--- config.mk ---
export PLATFORM = sky130hd
export DESIGN_NAME = hazardUnit
export DESIGN_NICKNAME = d
export VERILOG_FILES = /design/src/isaPkg.sv /design/src/hazardPkg.sv /design/src/forwardSelector.sv /design/src/hazardUnit.sv /design/src/instrClassifier.sv /design/src/stageTracker.sv /design/src/stallDetector.sv
export SDC_FILE = /design/constraint.sdc
export NUM_CORES = 1
export LEC_CHECK = 0
export ABC_AREA = 1
export BUFFER_PORTS_ARGS = -buffer_cell sky130_fd_sc_hd__buf_2
export CAP_MARGIN = 40
export CORE_AREA = 2 2 132 83
export CTS_CLUSTER_SIZE = 20
export DETAILED_ROUTE_END_ITERATION = 16
export DIE_AREA = 0 0 134 85
export PLACE_DENSITY = 0.67
export SKIP_CTS_REPAIR_TIMING = 1
export SYNTH_ARGS = -nofsm -noshare
export SYNTH_HDL_FRONTEND = slang
export SYNTH_SLANG_ARGS = --single-unit
--- constraint.sdc ---
create_clock -name clk -period 3.76 [get_ports clk]
set_input_delay 0.752 -clock clk [delete_from_list [all_inputs] [get_ports clk]]
set_output_delay 0.752 -clock clk [all_outputs]
set_load 0.01 [all_outputs]
--- src/isaPkg.sv ---
package isaPkg;

	// Field widths of the fixed 32-bit MIPS encoding
	localparam int InstrWidth = 32;
	localparam int OpWidth = 6;
	localparam int FunctWidth = 6;
	localparam int RegIdxWidth = 5;

	// Most significant bit of each instruction field
	localparam int OpMsb = 31;
	localparam int RsMsb = 25;
	localparam int RtMsb = 20;
	localparam int RdMsb = 15;
	localparam int FunctMsb = 5;

	typedef logic [InstrWidth-1:0] instrT;
	typedef logic [RegIdxWidth-1:0] regIdxT;

	typedef enum logic [OpWidth-1:0] {
		opSpecial = 6'b000000,
		opRegimm  = 6'b000001,
		opJ       = 6'b000010,
		opJal     = 6'b000011,
		opBeq     = 6'b000100,
		opBne     = 6'b000101,
		opBlez    = 6'b000110,
		opBgtz    = 6'b000111,
		opAddi    = 6'b001000,
		opAddiu   = 6'b001001,
		opSlti    = 6'b001010,
		opSltiu   = 6'b001011,
		opAndi    = 6'b001100,
		opOri     = 6'b001101,
		opXori    = 6'b001110,
		opLui     = 6'b001111,
		opLb      = 6'b100000,
		opLh      = 6'b100001,
		opLw      = 6'b100011,
		opLbu     = 6'b100100,
		opLhu     = 6'b100101,
		opSb      = 6'b101000,
		opSh      = 6'b101001,
		opSw      = 6'b101011
	} opcodeE;

	typedef enum logic [FunctWidth-1:0] {
		fnSll   = 6'b000000,
		fnSrl   = 6'b000010,
		fnSra   = 6'b000011,
		fnSllv  = 6'b000100,
		fnSrlv  = 6'b000110,
		fnSrav  = 6'b000111,
		fnJr    = 6'b001000,
		fnJalr  = 6'b001001,
		fnMfhi  = 6'b010000,
		fnMthi  = 6'b010001,
		fnMflo  = 6'b010010,
		fnMtlo  = 6'b010011,
		fnMult  = 6'b011000,
		fnMultu = 6'b011001,
		fnDiv   = 6'b011010,
		fnDivu  = 6'b011011,
		fnAdd   = 6'b100000,
		fnAddu  = 6'b100001,
		fnSub   = 6'b100010,
		fnSubu  = 6'b100011,
		fnAnd   = 6'b100100,
		fnOr    = 6'b100101,
		fnXor   = 6'b100110,
		fnNor   = 6'b100111,
		fnSlt   = 6'b101010,
		fnSltu  = 6'b101011
	} functE;

	// Condition codes in the rt field of regimm branches
	typedef enum logic [RegIdxWidth-1:0] {
		rtBltz   = 5'b00000,
		rtBgez   = 5'b00001,
		rtBltzal = 5'b10000,
		rtBgezal = 5'b10001
	} regimmE;

	localparam regIdxT LinkReg = 5'd31;

endpackage

--- src/hazardPkg.sv ---
package hazardPkg;

	typedef enum logic [3:0] {
		clsNone,
		clsCalR,
		clsCalI,
		clsShift,
		clsLui,
		clsLoad,
		clsStore,
		clsBranch,
		clsJal,
		clsJr,
		clsJalr,
		clsBranchLink
	} instrClassE;

	// Operand sources seen by the branch comparator in Decode
	typedef enum logic [2:0] {
		fromRegFile = 3'd0,
		fromLuiE    = 3'd1,
		fromPcE     = 3'd2,
		fromAluM    = 3'd3,
		fromLuiM    = 3'd4,
		fromPcM     = 3'd5,
		fromWbW     = 3'd6
	} fwdDSelE;

	// Operand sources seen by the ALU in Execute
	typedef enum logic [2:0] {
		fromRegFileE = 3'd0,
		fromAluME    = 3'd1,
		fromLuiME    = 3'd2,
		fromPcME     = 3'd3,
		fromWbWE     = 3'd4
	} fwdESelE;

	// Store data into the data memory
	typedef enum logic {
		fromPipe,
		fromMemStage
	} fwdMSelE;

	localparam isaPkg::instrT Nop = '0;

endpackage

--- src/forwardSelector.sv ---
module forwardSelector (
	input hazardPkg::instrClassE clsD,
	input hazardPkg::instrClassE clsE,
	input hazardPkg::instrClassE clsM,
	input hazardPkg::instrClassE clsW,
	input isaPkg::regIdxT rsD,
	input isaPkg::regIdxT rtD,
	input isaPkg::regIdxT rsE,
	input isaPkg::regIdxT rtE,
	input isaPkg::regIdxT dstE,
	input isaPkg::regIdxT dstM,
	input isaPkg::regIdxT dstW,
	output hazardPkg::fwdDSelE rsDSel,
	output hazardPkg::fwdDSelE rtDSel,
	output hazardPkg::fwdESelE rsESel,
	output hazardPkg::fwdESelE rtESel,
	output hazardPkg::fwdMSelE rtMSel
);

	logic rsDDemand;
	logic rtDDemand;
	logic rsEDemand;
	logic rtEDemand;
	logic luiE;
	logic pcE;
	logic aluM;
	logic luiM;
	logic pcM;
	logic writesW;

	assign rsDDemand = clsD inside {hazardPkg::clsBranch, hazardPkg::clsBranchLink,
		hazardPkg::clsJr, hazardPkg::clsJalr, hazardPkg::clsCalR, hazardPkg::clsCalI,
		hazardPkg::clsLoad, hazardPkg::clsStore};
	assign rtDDemand = clsD inside {hazardPkg::clsBranch, hazardPkg::clsCalR,
		hazardPkg::clsStore, hazardPkg::clsShift};
	assign rsEDemand = clsE inside {hazardPkg::clsCalR, hazardPkg::clsCalI,
		hazardPkg::clsLoad, hazardPkg::clsStore};
	assign rtEDemand = clsE inside {hazardPkg::clsCalR, hazardPkg::clsStore,
		hazardPkg::clsShift};

	// Producers by stage and the datapath source they offer
	assign luiE = clsE == hazardPkg::clsLui;
	assign pcE = clsE inside {hazardPkg::clsJal, hazardPkg::clsBranchLink, hazardPkg::clsJalr};
	assign aluM = clsM inside {hazardPkg::clsCalR, hazardPkg::clsCalI, hazardPkg::clsShift};
	assign luiM = clsM == hazardPkg::clsLui;
	assign pcM = clsM inside {hazardPkg::clsJal, hazardPkg::clsBranchLink, hazardPkg::clsJalr};
	assign writesW = clsW inside {hazardPkg::clsCalR, hazardPkg::clsCalI, hazardPkg::clsShift,
		hazardPkg::clsLui, hazardPkg::clsLoad, hazardPkg::clsJal, hazardPkg::clsJalr,
		hazardPkg::clsBranchLink};

	// Nearest stage wins
	function automatic hazardPkg::fwdDSelE selD(input logic demand, input isaPkg::regIdxT src);
		hazardPkg::fwdDSelE sel;
		sel = hazardPkg::fromRegFile;
		if (demand && src != '0) begin
			if (luiE && src == dstE) begin
				sel = hazardPkg::fromLuiE;
			end else if (pcE && src == dstE) begin
				sel = hazardPkg::fromPcE;
			end else if (aluM && src == dstM) begin
				sel = hazardPkg::fromAluM;
			end else if (luiM && src == dstM) begin
				sel = hazardPkg::fromLuiM;
			end else if (pcM && src == dstM) begin
				sel = hazardPkg::fromPcM;
			end else if (writesW && src == dstW) begin
				sel = hazardPkg::fromWbW;
			end
		end
		return sel;
	endfunction

	function automatic hazardPkg::fwdESelE selE(input logic demand, input isaPkg::regIdxT src);
		hazardPkg::fwdESelE sel;
		sel = hazardPkg::fromRegFileE;
		if (demand && src != '0) begin
			if (aluM && src == dstM) begin
				sel = hazardPkg::fromAluME;
			end else if (luiM && src == dstM) begin
				sel = hazardPkg::fromLuiME;
			end else if (pcM && src == dstM) begin
				sel = hazardPkg::fromPcME;
			end else if (writesW && src == dstW) begin
				sel = hazardPkg::fromWbWE;
			end
		end
		return sel;
	endfunction

	always_comb begin
		rsDSel = selD(rsDDemand, rsD);
		rtDSel = selD(rtDDemand, rtD);
		rsESel = selE(rsEDemand, rsE);
		rtESel = selE(rtEDemand, rtE);
	end

	// Store data caught up with any writer now in Memory, loads included
	assign rtMSel = (clsE == hazardPkg::clsStore && rtE != '0 && rtE == dstM) ?
		hazardPkg::fromMemStage : hazardPkg::fromPipe;

endmodule

--- src/hazardUnit.sv ---
module hazardUnit (
	input logic clk,
	input logic arstN,
	input isaPkg::instrT instrD,
	input logic mdBusy,
	input logic mdStart,
	output logic stall,
	output hazardPkg::fwdDSelE rsDSel,
	output hazardPkg::fwdDSelE rtDSel,
	output hazardPkg::fwdESelE rsESel,
	output hazardPkg::fwdESelE rtESel,
	output hazardPkg::fwdMSelE rtMSel
);

	isaPkg::instrT instrE;
	isaPkg::instrT instrM;
	isaPkg::instrT instrW;

	hazardPkg::instrClassE clsD;
	hazardPkg::instrClassE clsE;
	hazardPkg::instrClassE clsM;
	hazardPkg::instrClassE clsW;

	isaPkg::regIdxT rsD;
	isaPkg::regIdxT rtD;
	isaPkg::regIdxT rsE;
	isaPkg::regIdxT rtE;
	isaPkg::regIdxT dstE;
	isaPkg::regIdxT dstM;
	isaPkg::regIdxT dstW;
	logic multDivD;

	stageTracker uStageTracker (
		.clk(clk),
		.arstN(arstN),
		.stall(stall),
		.instrD(instrD),
		.instrE(instrE),
		.instrM(instrM),
		.instrW(instrW)
	);

	// Decode needs sources and the HI/LO flag, later stages only what they produce
	instrClassifier uClassD (
		.instr(instrD),
		.cls(clsD),
		.rs(rsD),
		.rt(rtD),
		.dst(),
		.multDiv(multDivD)
	);

	instrClassifier uClassE (
		.instr(instrE),
		.cls(clsE),
		.rs(rsE),
		.rt(rtE),
		.dst(dstE),
		.multDiv()
	);

	instrClassifier uClassM (
		.instr(instrM),
		.cls(clsM),
		.rs(),
		.rt(),
		.dst(dstM),
		.multDiv()
	);

	instrClassifier uClassW (
		.instr(instrW),
		.cls(clsW),
		.rs(),
		.rt(),
		.dst(dstW),
		.multDiv()
	);

	stallDetector uStallDetector (
		.clsD(clsD),
		.clsE(clsE),
		.clsM(clsM),
		.rsD(rsD),
		.rtD(rtD),
		.dstE(dstE),
		.dstM(dstM),
		.multDivD(multDivD),
		.mdBusy(mdBusy),
		.mdStart(mdStart),
		.stall(stall)
	);

	forwardSelector uForwardSelector (
		.clsD(clsD),
		.clsE(clsE),
		.clsM(clsM),
		.clsW(clsW),
		.rsD(rsD),
		.rtD(rtD),
		.rsE(rsE),
		.rtE(rtE),
		.dstE(dstE),
		.dstM(dstM),
		.dstW(dstW),
		.rsDSel(rsDSel),
		.rtDSel(rtDSel),
		.rsESel(rsESel),
		.rtESel(rtESel),
		.rtMSel(rtMSel)
	);

endmodule

--- src/instrClassifier.sv ---
module instrClassifier (
	input isaPkg::instrT instr,
	output hazardPkg::instrClassE cls,
	output isaPkg::regIdxT rs,
	output isaPkg::regIdxT rt,
	output isaPkg::regIdxT dst,
	output logic multDiv
);

	isaPkg::opcodeE opcode;
	isaPkg::functE funct;
	isaPkg::regimmE regimm;
	isaPkg::regIdxT rtField;
	isaPkg::regIdxT rdField;

	assign opcode = isaPkg::opcodeE'(instr[isaPkg::OpMsb -: isaPkg::OpWidth]);
	assign funct = isaPkg::functE'(instr[isaPkg::FunctMsb -: isaPkg::FunctWidth]);
	assign rtField = instr[isaPkg::RtMsb -: isaPkg::RegIdxWidth];
	assign rdField = instr[isaPkg::RdMsb -: isaPkg::RegIdxWidth];
	assign regimm = isaPkg::regimmE'(rtField);

	assign rs = instr[isaPkg::RsMsb -: isaPkg::RegIdxWidth];
	// Regimm branches hold a condition code in rt, not a register
	assign rt = (opcode == isaPkg::opRegimm) ? '0 : rtField;

	always_comb begin
		cls = hazardPkg::clsNone;
		multDiv = 1'b0;
		case (opcode)
			isaPkg::opSpecial: begin
				case (funct)
					isaPkg::fnAdd, isaPkg::fnAddu, isaPkg::fnSub, isaPkg::fnSubu,
					isaPkg::fnAnd, isaPkg::fnOr, isaPkg::fnXor, isaPkg::fnNor,
					isaPkg::fnSlt, isaPkg::fnSltu,
					isaPkg::fnSllv, isaPkg::fnSrlv, isaPkg::fnSrav: begin
						cls = hazardPkg::clsCalR;
					end
					isaPkg::fnMult, isaPkg::fnMultu, isaPkg::fnDiv, isaPkg::fnDivu,
					isaPkg::fnMthi, isaPkg::fnMtlo, isaPkg::fnMfhi, isaPkg::fnMflo: begin
						cls = hazardPkg::clsCalR;
						multDiv = 1'b1;
					end
					// Immediate shifts read only rt
					isaPkg::fnSll, isaPkg::fnSrl, isaPkg::fnSra: begin
						cls = hazardPkg::clsShift;
					end
					isaPkg::fnJr: begin
						cls = hazardPkg::clsJr;
					end
					isaPkg::fnJalr: begin
						cls = hazardPkg::clsJalr;
					end
					default: begin
						cls = hazardPkg::clsNone;
					end
				endcase
			end
			isaPkg::opRegimm: begin
				case (regimm)
					isaPkg::rtBltz, isaPkg::rtBgez: begin
						cls = hazardPkg::clsBranch;
					end
					isaPkg::rtBltzal, isaPkg::rtBgezal: begin
						cls = hazardPkg::clsBranchLink;
					end
					default: begin
						cls = hazardPkg::clsNone;
					end
				endcase
			end
			isaPkg::opBeq, isaPkg::opBne, isaPkg::opBlez, isaPkg::opBgtz: begin
				cls = hazardPkg::clsBranch;
			end
			isaPkg::opAddi, isaPkg::opAddiu, isaPkg::opSlti, isaPkg::opSltiu,
			isaPkg::opAndi, isaPkg::opOri, isaPkg::opXori: begin
				cls = hazardPkg::clsCalI;
			end
			isaPkg::opLui: begin
				cls = hazardPkg::clsLui;
			end
			isaPkg::opLb, isaPkg::opLh, isaPkg::opLw, isaPkg::opLbu, isaPkg::opLhu: begin
				cls = hazardPkg::clsLoad;
			end
			isaPkg::opSb, isaPkg::opSh, isaPkg::opSw: begin
				cls = hazardPkg::clsStore;
			end
			isaPkg::opJal: begin
				cls = hazardPkg::clsJal;
			end
			// Plain j neither reads nor writes a register
			isaPkg::opJ: begin
				cls = hazardPkg::clsNone;
			end
			default: begin
				cls = hazardPkg::clsNone;
			end
		endcase
	end

	always_comb begin
		case (cls)
			hazardPkg::clsCalR, hazardPkg::clsShift, hazardPkg::clsJalr: dst = rdField;
			hazardPkg::clsCalI, hazardPkg::clsLui, hazardPkg::clsLoad: dst = rtField;
			hazardPkg::clsJal, hazardPkg::clsBranchLink: dst = isaPkg::LinkReg;
			default: dst = '0;
		endcase
	end

endmodule

--- src/stageTracker.sv ---
module stageTracker (
	input logic clk,
	input logic arstN,
	input logic stall,
	input isaPkg::instrT instrD,
	output isaPkg::instrT instrE,
	output isaPkg::instrT instrM,
	output isaPkg::instrT instrW
);

	always_ff @(posedge clk or negedge arstN) begin
		if (!arstN) begin
			instrE <= '0;
			instrM <= '0;
			instrW <= '0;
		end else begin
			// Bubble into Execute while Decode is held
			if (stall) begin
				instrE <= '0;
			end else begin
				instrE <= instrD;
			end
			instrM <= instrE;
			instrW <= instrM;
		end
	end

endmodule

--- src/stallDetector.sv ---
module stallDetector (
	input hazardPkg::instrClassE clsD,
	input hazardPkg::instrClassE clsE,
	input hazardPkg::instrClassE clsM,
	input isaPkg::regIdxT rsD,
	input isaPkg::regIdxT rtD,
	input isaPkg::regIdxT dstE,
	input isaPkg::regIdxT dstM,
	input logic multDivD,
	input logic mdBusy,
	input logic mdStart,
	output logic stall
);

	logic loadE;
	logic loadM;
	logic resultLateE;
	logic rsHitE;
	logic rtHitE;
	logic rsHitM;
	logic rtHitM;
	logic branchStall;
	logic jumpStall;
	logic loadUseStall;
	logic multDivStall;

	assign loadE = clsE == hazardPkg::clsLoad;
	assign loadM = clsM == hazardPkg::clsLoad;
	// Results a Decode comparator cannot take from Execute
	assign resultLateE = loadE || (clsE inside {hazardPkg::clsCalR, hazardPkg::clsCalI,
		hazardPkg::clsShift});

	assign rsHitE = rsD != '0 && rsD == dstE;
	assign rtHitE = rtD != '0 && rtD == dstE;
	assign rsHitM = rsD != '0 && rsD == dstM;
	assign rtHitM = rtD != '0 && rtD == dstM;

	// Linking branches read rs like any other branch
	assign branchStall = (clsD inside {hazardPkg::clsBranch, hazardPkg::clsBranchLink}) &&
		((resultLateE && (rsHitE || rtHitE)) || (loadM && (rsHitM || rtHitM)));

	assign jumpStall = (clsD inside {hazardPkg::clsJr, hazardPkg::clsJalr}) &&
		((resultLateE && rsHitE) || (loadM && rsHitM));

	always_comb begin
		loadUseStall = 1'b0;
		if (loadE) begin
			case (clsD)
				hazardPkg::clsCalR: loadUseStall = rsHitE || rtHitE;
				hazardPkg::clsCalI, hazardPkg::clsLoad, hazardPkg::clsStore: begin
					loadUseStall = rsHitE;
				end
				hazardPkg::clsShift: loadUseStall = rtHitE;
				default: loadUseStall = 1'b0;
			endcase
		end
	end

	// HI/LO access waits for the divider to drain
	assign multDivStall = multDivD && (mdBusy || mdStart);

	assign stall = branchStall || jumpStall || loadUseStall || multDivStall;

endmodule
Word-level counts from Yosys, hierarchy flattened
Index checks and enable logic that the tools add are counted.

Flip-flop bits (word level): 96. Latch bits: 0. RAM bits: 0. ROM bits: 0. Input bits: 36. Output and inout port bits: 14. Memories kept: 0.

Add/subtract/negate cells: 0. Multipliers: 0. Div/mod/pow operators: 0. $lt $le $gt $ge: 0. Equality and inequality tests: 244. Shift operators: 0. Mux-type cells: 47. Bitwise logic cells: 0. Reduce and logical (&&, ||, !) cells: 116.

Operators by type and width (number): $eq A6 B6 Y1 const B (72); $eq A6 B4 Y1 const B (40); $eq A6 B5 Y1 const B (32); $eq A6 B3 Y1 const B (28); $pmux W4 S8 (4); $reduce_or A21 Y1 (4); $eq A6 B2 Y1 const B (12); $mux W3 (24); $pmux W4 S4 (4); $eq A5 B5 Y1 (10); $eq A4 B4 Y1 const B (12); $logic_not A6 Y1 (8); $pmux W5 S3 (3); $reduce_or A3 Y1 (15); $eq A4 B3 Y1 const B (10); $eq A5 B5 Y1 const B (8); $logic_and A1 B1 Y1 (37); $eq A4 B2 Y1 const B (8); $mux W32 (1); $pmux W4 S2 (4); $reduce_or A7 Y1 (4); $eq A6 B1 Y1 const B (4); $reduce_or A2 Y1 (11); $eq A5 B1 Y1 const B (4); 14 further kinds (48).

Logic depth before layout (Yosys ltp)
Depth after elaboration: 17. Gate-level depth with buffers: 23. Depth with buffers taken out: 22.

Modules after synthesis
Synthesis repeated with hierarchy kept, for this count alone.

Cell total of the unflattened synthesis: 1010. Area, all modules: 6715.2 sq um.

By module, submodules not included: stageTracker (instances 1, cells an instance 163, area an instance 2676.3 sq um, seq. area each 2402.3 sq um); instrClassifier (instances 4, cells an instance 118, area an instance 565.5 sq um, seq. area each 0.0 sq um); forwardSelector (instances 1, cells an instance 261, area an instance 1243.7 sq um, seq. area each 0.0 sq um); stallDetector (instances 1, cells an instance 114, area an instance 533.0 sq um, seq. area each 0.0 sq um).

Worst setup path after synthesis
Ideal clock, no wire load.

Path kind: input -> output. Start: in instrD[31]. End: out rsDSel[1]. Arrival: 2.518 ns. Required time: 3.008 ns. Path slack: 0.490 ns. Stages on the path: 12. Cell sequence: nor2_1 inv_1 nor4_1 nand2_1 inv_1 a31oi_1 nand3_1 nor2_1 o21ai_0 o21ai_0 nor2_1 a21boi_0.

Cells in the longest elaborated chain, start to end: 7. Elaborated cells on any way between the ends: 39. Classes of those cells: eq/ne (30); mux (2); reduce/logical (7).

Ends and longest elaborated chain: start, declared (RTL line hazardUnit.sv:4) `input isaPkg::instrT instrD,`; $eq A6 B4 Y1, or another cell as far along (RTL line instrClassifier.sv:29) `case (opcode)`; $reduce_or A7 Y1, or another cell as far along (RTL line instrClassifier.sv:29); $pmux W4 S8 * (RTL line instrClassifier.sv:29); $eq A4 B3 Y1, or another cell as far along (RTL line forwardSelector.sv:31) `assign rsDDemand = clsD inside {hazardPkg::clsBranch, hazardPkg::clsBranchLink,`; $reduce_bool A8 Y1 * (RTL line forwardSelector.sv:31); $logic_and A1 B1 Y1 * (RTL line forwardSelector.sv:55) `if (demand && src != '0) begin`; $mux W3 * (RTL line forwardSelector.sv:55); end, declared (RTL line hazardUnit.sv:8) `output hazardPkg::fwdDSelE rsDSel,`.

Every way passes the cells marked *; elsewhere a longest branch is shown, timed or not.

Worst setup path in the final report
Start: reg uStageTracker.instrM[29]. End: out rsESel[1].

Cells in the longest elaborated chain, start to end: 12. Elaborated cells on any way between the ends: 50. Classes of those cells: eq/ne (31); mux (6); reduce/logical (13).

Ends and longest elaborated chain: start, declared (RTL line stageTracker.sv:7) `output isaPkg::instrT instrM,`; start signal, assigned (RTL line stageTracker.sv:23) `instrM <= instrE;`; $eq A6 B4 Y1, or another cell as far along (RTL line instrClassifier.sv:29); $reduce_or A7 Y1, or another cell as far along (RTL line instrClassifier.sv:29); $pmux W4 S8 * (RTL line instrClassifier.sv:29); $eq A4 B2 Y1, or another cell as far along (RTL line forwardSelector.sv:44, instrClassifier.sv:101); $reduce_or A3 Y1 / $reduce_or A2 Y1 (equally long branches) (RTL line instrClassifier.sv:101) `case (cls)`; $pmux W5 S3 (RTL line instrClassifier.sv:101); $eq A5 B5 Y1 (RTL line forwardSelector.sv:77, forwardSelector.sv:79, forwardSelector.sv:81); $logic_and A1 B1 Y1 (RTL line forwardSelector.sv:81) `end else if (pcM && src == dstM) begin`; $mux W3 (RTL line forwardSelector.sv:81); $mux W3 (RTL line forwardSelector.sv:79) `end else if (luiM && src == dstM) begin`; $mux W3 * (RTL line forwardSelector.sv:77) `if (aluM && src == dstM) begin`; $mux W3 * (RTL line forwardSelector.sv:76) `if (demand && src != '0) begin`; end, declared (RTL line hazardUnit.sv:10) `output hazardPkg::fwdESelE rsESel,`.

Marked as above.

==> results.md <==
- Status: complete, no violations
- R2r worst-path depth: 18
- Max frequency: approximately 270 MHz
- Port Buf Inserts: 44
- Die area: between 10,000 and 15,000 sq um
- First-pass GRT wire length: roughly 23,000 microns
- Flop2flop setup slack: ~0.86 ns
- Drt first pass iters: 5
- Root buf cell: clkbuf_16
- Clk_skew: between 0.005 and 0.006 ns
- Final Hold Fails: 0
- Die height: 85 microns
- Final Wtd Congestion: 0.9660
- Sequential element share of the synthesized area: 35.89%
- Sequence of cells on the critical path: inv_1 > nand2_1 > nand2_1 > nand2_2 > nand2_2 > nor2_1 > nand2_2 > inv_1 > nand3_2 > nand2_4 > nand2_4 > nand2_4 > nor2_1 > nor4_1 > nand4_1 > nor3_2 > buf_2
- Final setup margin: roughly 0.016 ns
- Synth Area in Compound Gates: approximately 9%
- Num CTS Buffers: 9
- Initial Utilization: 48.55%
- Max stage delay on crit path: between 0.4 and 0.5 ns
- Worst-path clk slew: roughly 0.060 ns
- Mean Syn Cell Area: 7.031 sq um
- HP Start: uStageTracker.instrE[13]
- Critical Path AT: between 2 and 3 ns
- Slew Limit Fails: 0
- Horiz. Die Dim: between 100 and 150 microns
- CP Class: register to output pin
- Post-Synth Adder-Cell Area: 0%
- GRT Overall Usage: 26.57%
- Endpoint class of the critical path: output pin
- Worst hold path type: register to register
- Post-synth top area share: between 30% and 40%
- Area leader, netlist: dfrtp_1
- # setup viols final: 0
- Crit start category: register
- Met1 wire length: 7122 microns
- Top sig layer: met4
- Clock Latency Late Sink: 0.33 ns
- Mapped Nets: 740
- WP data required: between 3 and 4 ns
- CTS tree: built
- Placed Area: 5323 sq um
- Slew HR: between 40% and 50%
- Core ar.: between 10,000 and 15,000 sq um
- Worst hold endpoint: uStageTracker.instrM[13]
- Fillers: 910
- Post-Synth XOR/XNOR Area: under 10%
- Post-Syn Area: a little under 5000 sq um
- Worst-Margin Slew: 0.8092 ns
- Crit path time final: 3.744 ns
- Clock tree sinks: 71
- Dpl hpwl: around 12,000 microns
- Pin count of the biggest net entering global routing: 40
- Register bit count reported by yosys: just over 70
- Share of layout cells above drive strength 1: between 30% and 40%
- Vias in the first global route: 4,536
- Tcrit/Tclk final: roughly 100%
- Pwr dens: between 300 and 400 nW/um^2
- Final core utilization: 61.21%
- Lkg Pwr: approximately 3.1 nW
- DRC: 0
- Inserted Diodes: 0
- Layout area overhead: 26.09%
- Post-synthesis mux area share: 0%
- Distinct cells, synth: 39
- Mapped Cells: 704
- Synth Area in Simple Gates: about 41%
- Met3 WL: approximately 1700 microns
- Ys Warns: 0
- Met2 Wirelength: between 6000 and 7000 microns
- Overall routed net length: between 15,000 and 20,000 microns
- Min Hold Slack: roughly 0.4 ns
- Setup TNS Final: 0 ns
- CP max FO: 6
- Initial drt markers: between 500 and 600
- CP bufs+invs: 3
- GRT Residual Overflow: 0
- Hold Path Depth: 0
- Reg2Reg Launch Point: uStageTracker.instrM[28]
- Synth area leaders: dfrtp_1 (36%), nand2_1 (11%), inv_1 (8.2%)
- CP max-delay cell: dfrtp_2
- Worst r2r dst: uStageTracker.instrE[4]
- Antenna Nets Post-Route: 0
- Wire per inst: 16.57 microns
- Nets: 819
- Place WS: 0.02889 ns
- Via density: approximately 5.6
- Peak VDD IR: about 0.00025 V
- Largest family of logic cells by synthesized area: simple AND/OR/NAND/NOR gates
- Fin area: 6241 sq um
- Htree depth: 3
- CTS Buffer Depth: 2
- Crit-path leading delay family: simple AND/OR/NAND/NOR gates
- Core Rows: 29
- RSZ-0062 raised after global routing: true
- Initial antenna violation count: 0
- Via count: around 5,200
- Max-cap violations: 0
- # IOs: 50
-- registers in the layout, indices dropped and copies added (netlist names) --
register and flops:
uStageTracker.instrM 22, uStageTracker.instrW 22, uStageTracker.instrE 27
-- synth_stat cells, drive strengths merged --
| cell type | number |
|---|---|
| o31ai | 1 |
| a21oi | 38 |
| o311ai | 2 |
| a211o | 1 |
| o2111ai | 2 |
| a31oi | 2 |
| nor2 | 109 |
| o211ai | 2 |
| a211oi | 2 |
| buf | 5 |
| and3 | 1 |
| xnor2 | 1 |
| o22ai | 4 |
| nand3 | 56 |
| nor4 | 6 |
| or2 | 2 |
| a21boi | 2 |
| nor3 | 41 |
| inv | 113 |
| o21ai | 23 |
| nand3b | 4 |
| nand4 | 22 |
| xor2 | 19 |
| nand2 | 174 |
| dfrtp | 71 |
| clkbuf | 1 |
-- power by group --
group	switching [W]	internal, W	total (W)
Combinational	0.000282	0.000156	0.000438
Clock	0.000340	0.000467	0.000807
Sequential	0.0000527	0.000806	0.000858
Total	0.000675	0.00143	0.00210
-- stage by stage --
stage	power [W]	instances
2_1_floorplan	0.001088	704
3_3_place_gp	0.001209	889
3_5_place_dp	0.001216	889
4_1_cts	0.002015	905
5_1_grt	0.002194	927
6_report	0.002104	927
-- routing by layer --
metal | global-route usage, % | vias to the layer above
met1 | 41.32 | 2425
met3 | 6.810 | 25
met5 | 0 | -
li1 | - | 2433
met4 | 6.770 | 0
met2 | 36.36 | 276
-- layout by cell type (no fill, tap or decap), types with 9 or more instances in the layout --
master     count
a21oi_2       10
nand2_4       19
clkbuf_16      9
nand2_2       33
dfrtp_1       61
nand3_2       10
nand2_1      122
nor3_1        18
buf_2         44
o21ai_0       20
nand4_1       21
dfrtp_2       10
buf_4         28
inv_2         11
nand3_1       45
nor3_2        23
xor2_1        16
nor2_4        16
nor2_2        13
inv_1        102
a21oi_1       24
nor2_1        80
-- logic make-up (layout without fill, tap and decap cells) --
group	after synthesis	after routing
flops	71	71
buf+inv	119	203
xor+xnor	20	20
compound gates	79	79
simple gates	415	415
-- worst max-delay path by stage --
stage	from	endpoint	slack, ns	depth (start not counted)
6_report	uStageTracker.instrM[29]	rsESel[1]	0.02	17
5_1_grt	uStageTracker.instrM[27]	rsESel[1]	-0.12	17
4_1_cts	uStageTracker.instrW[30]	rtDSel[1]	-0.18	18
3_5_place_dp	instrD[31]	rtDSel[1]	0.03	14
3_3_place_gp	instrD[31]	rtDSel[1]	0.09	17
2_1_floorplan	instrD[31]	rsDSel[1]	0.49	12
-- final cells by class --
type / count / area [sq um] / area share [%]
clock inverter: 6 / 42.54 / 0.6816
timing repair buffer: 74 / 461.7 / 7.398
sequential: 71 / 1789 / 28.67
clock buffer: 10 / 239.0 / 3.829
inverter: 113 / 424.2 / 6.796
tap: 139 / 173.9 / 2.787
multi-input combinational: 514 / 3110 / 49.84
Power figures use the tool's default switching activity.
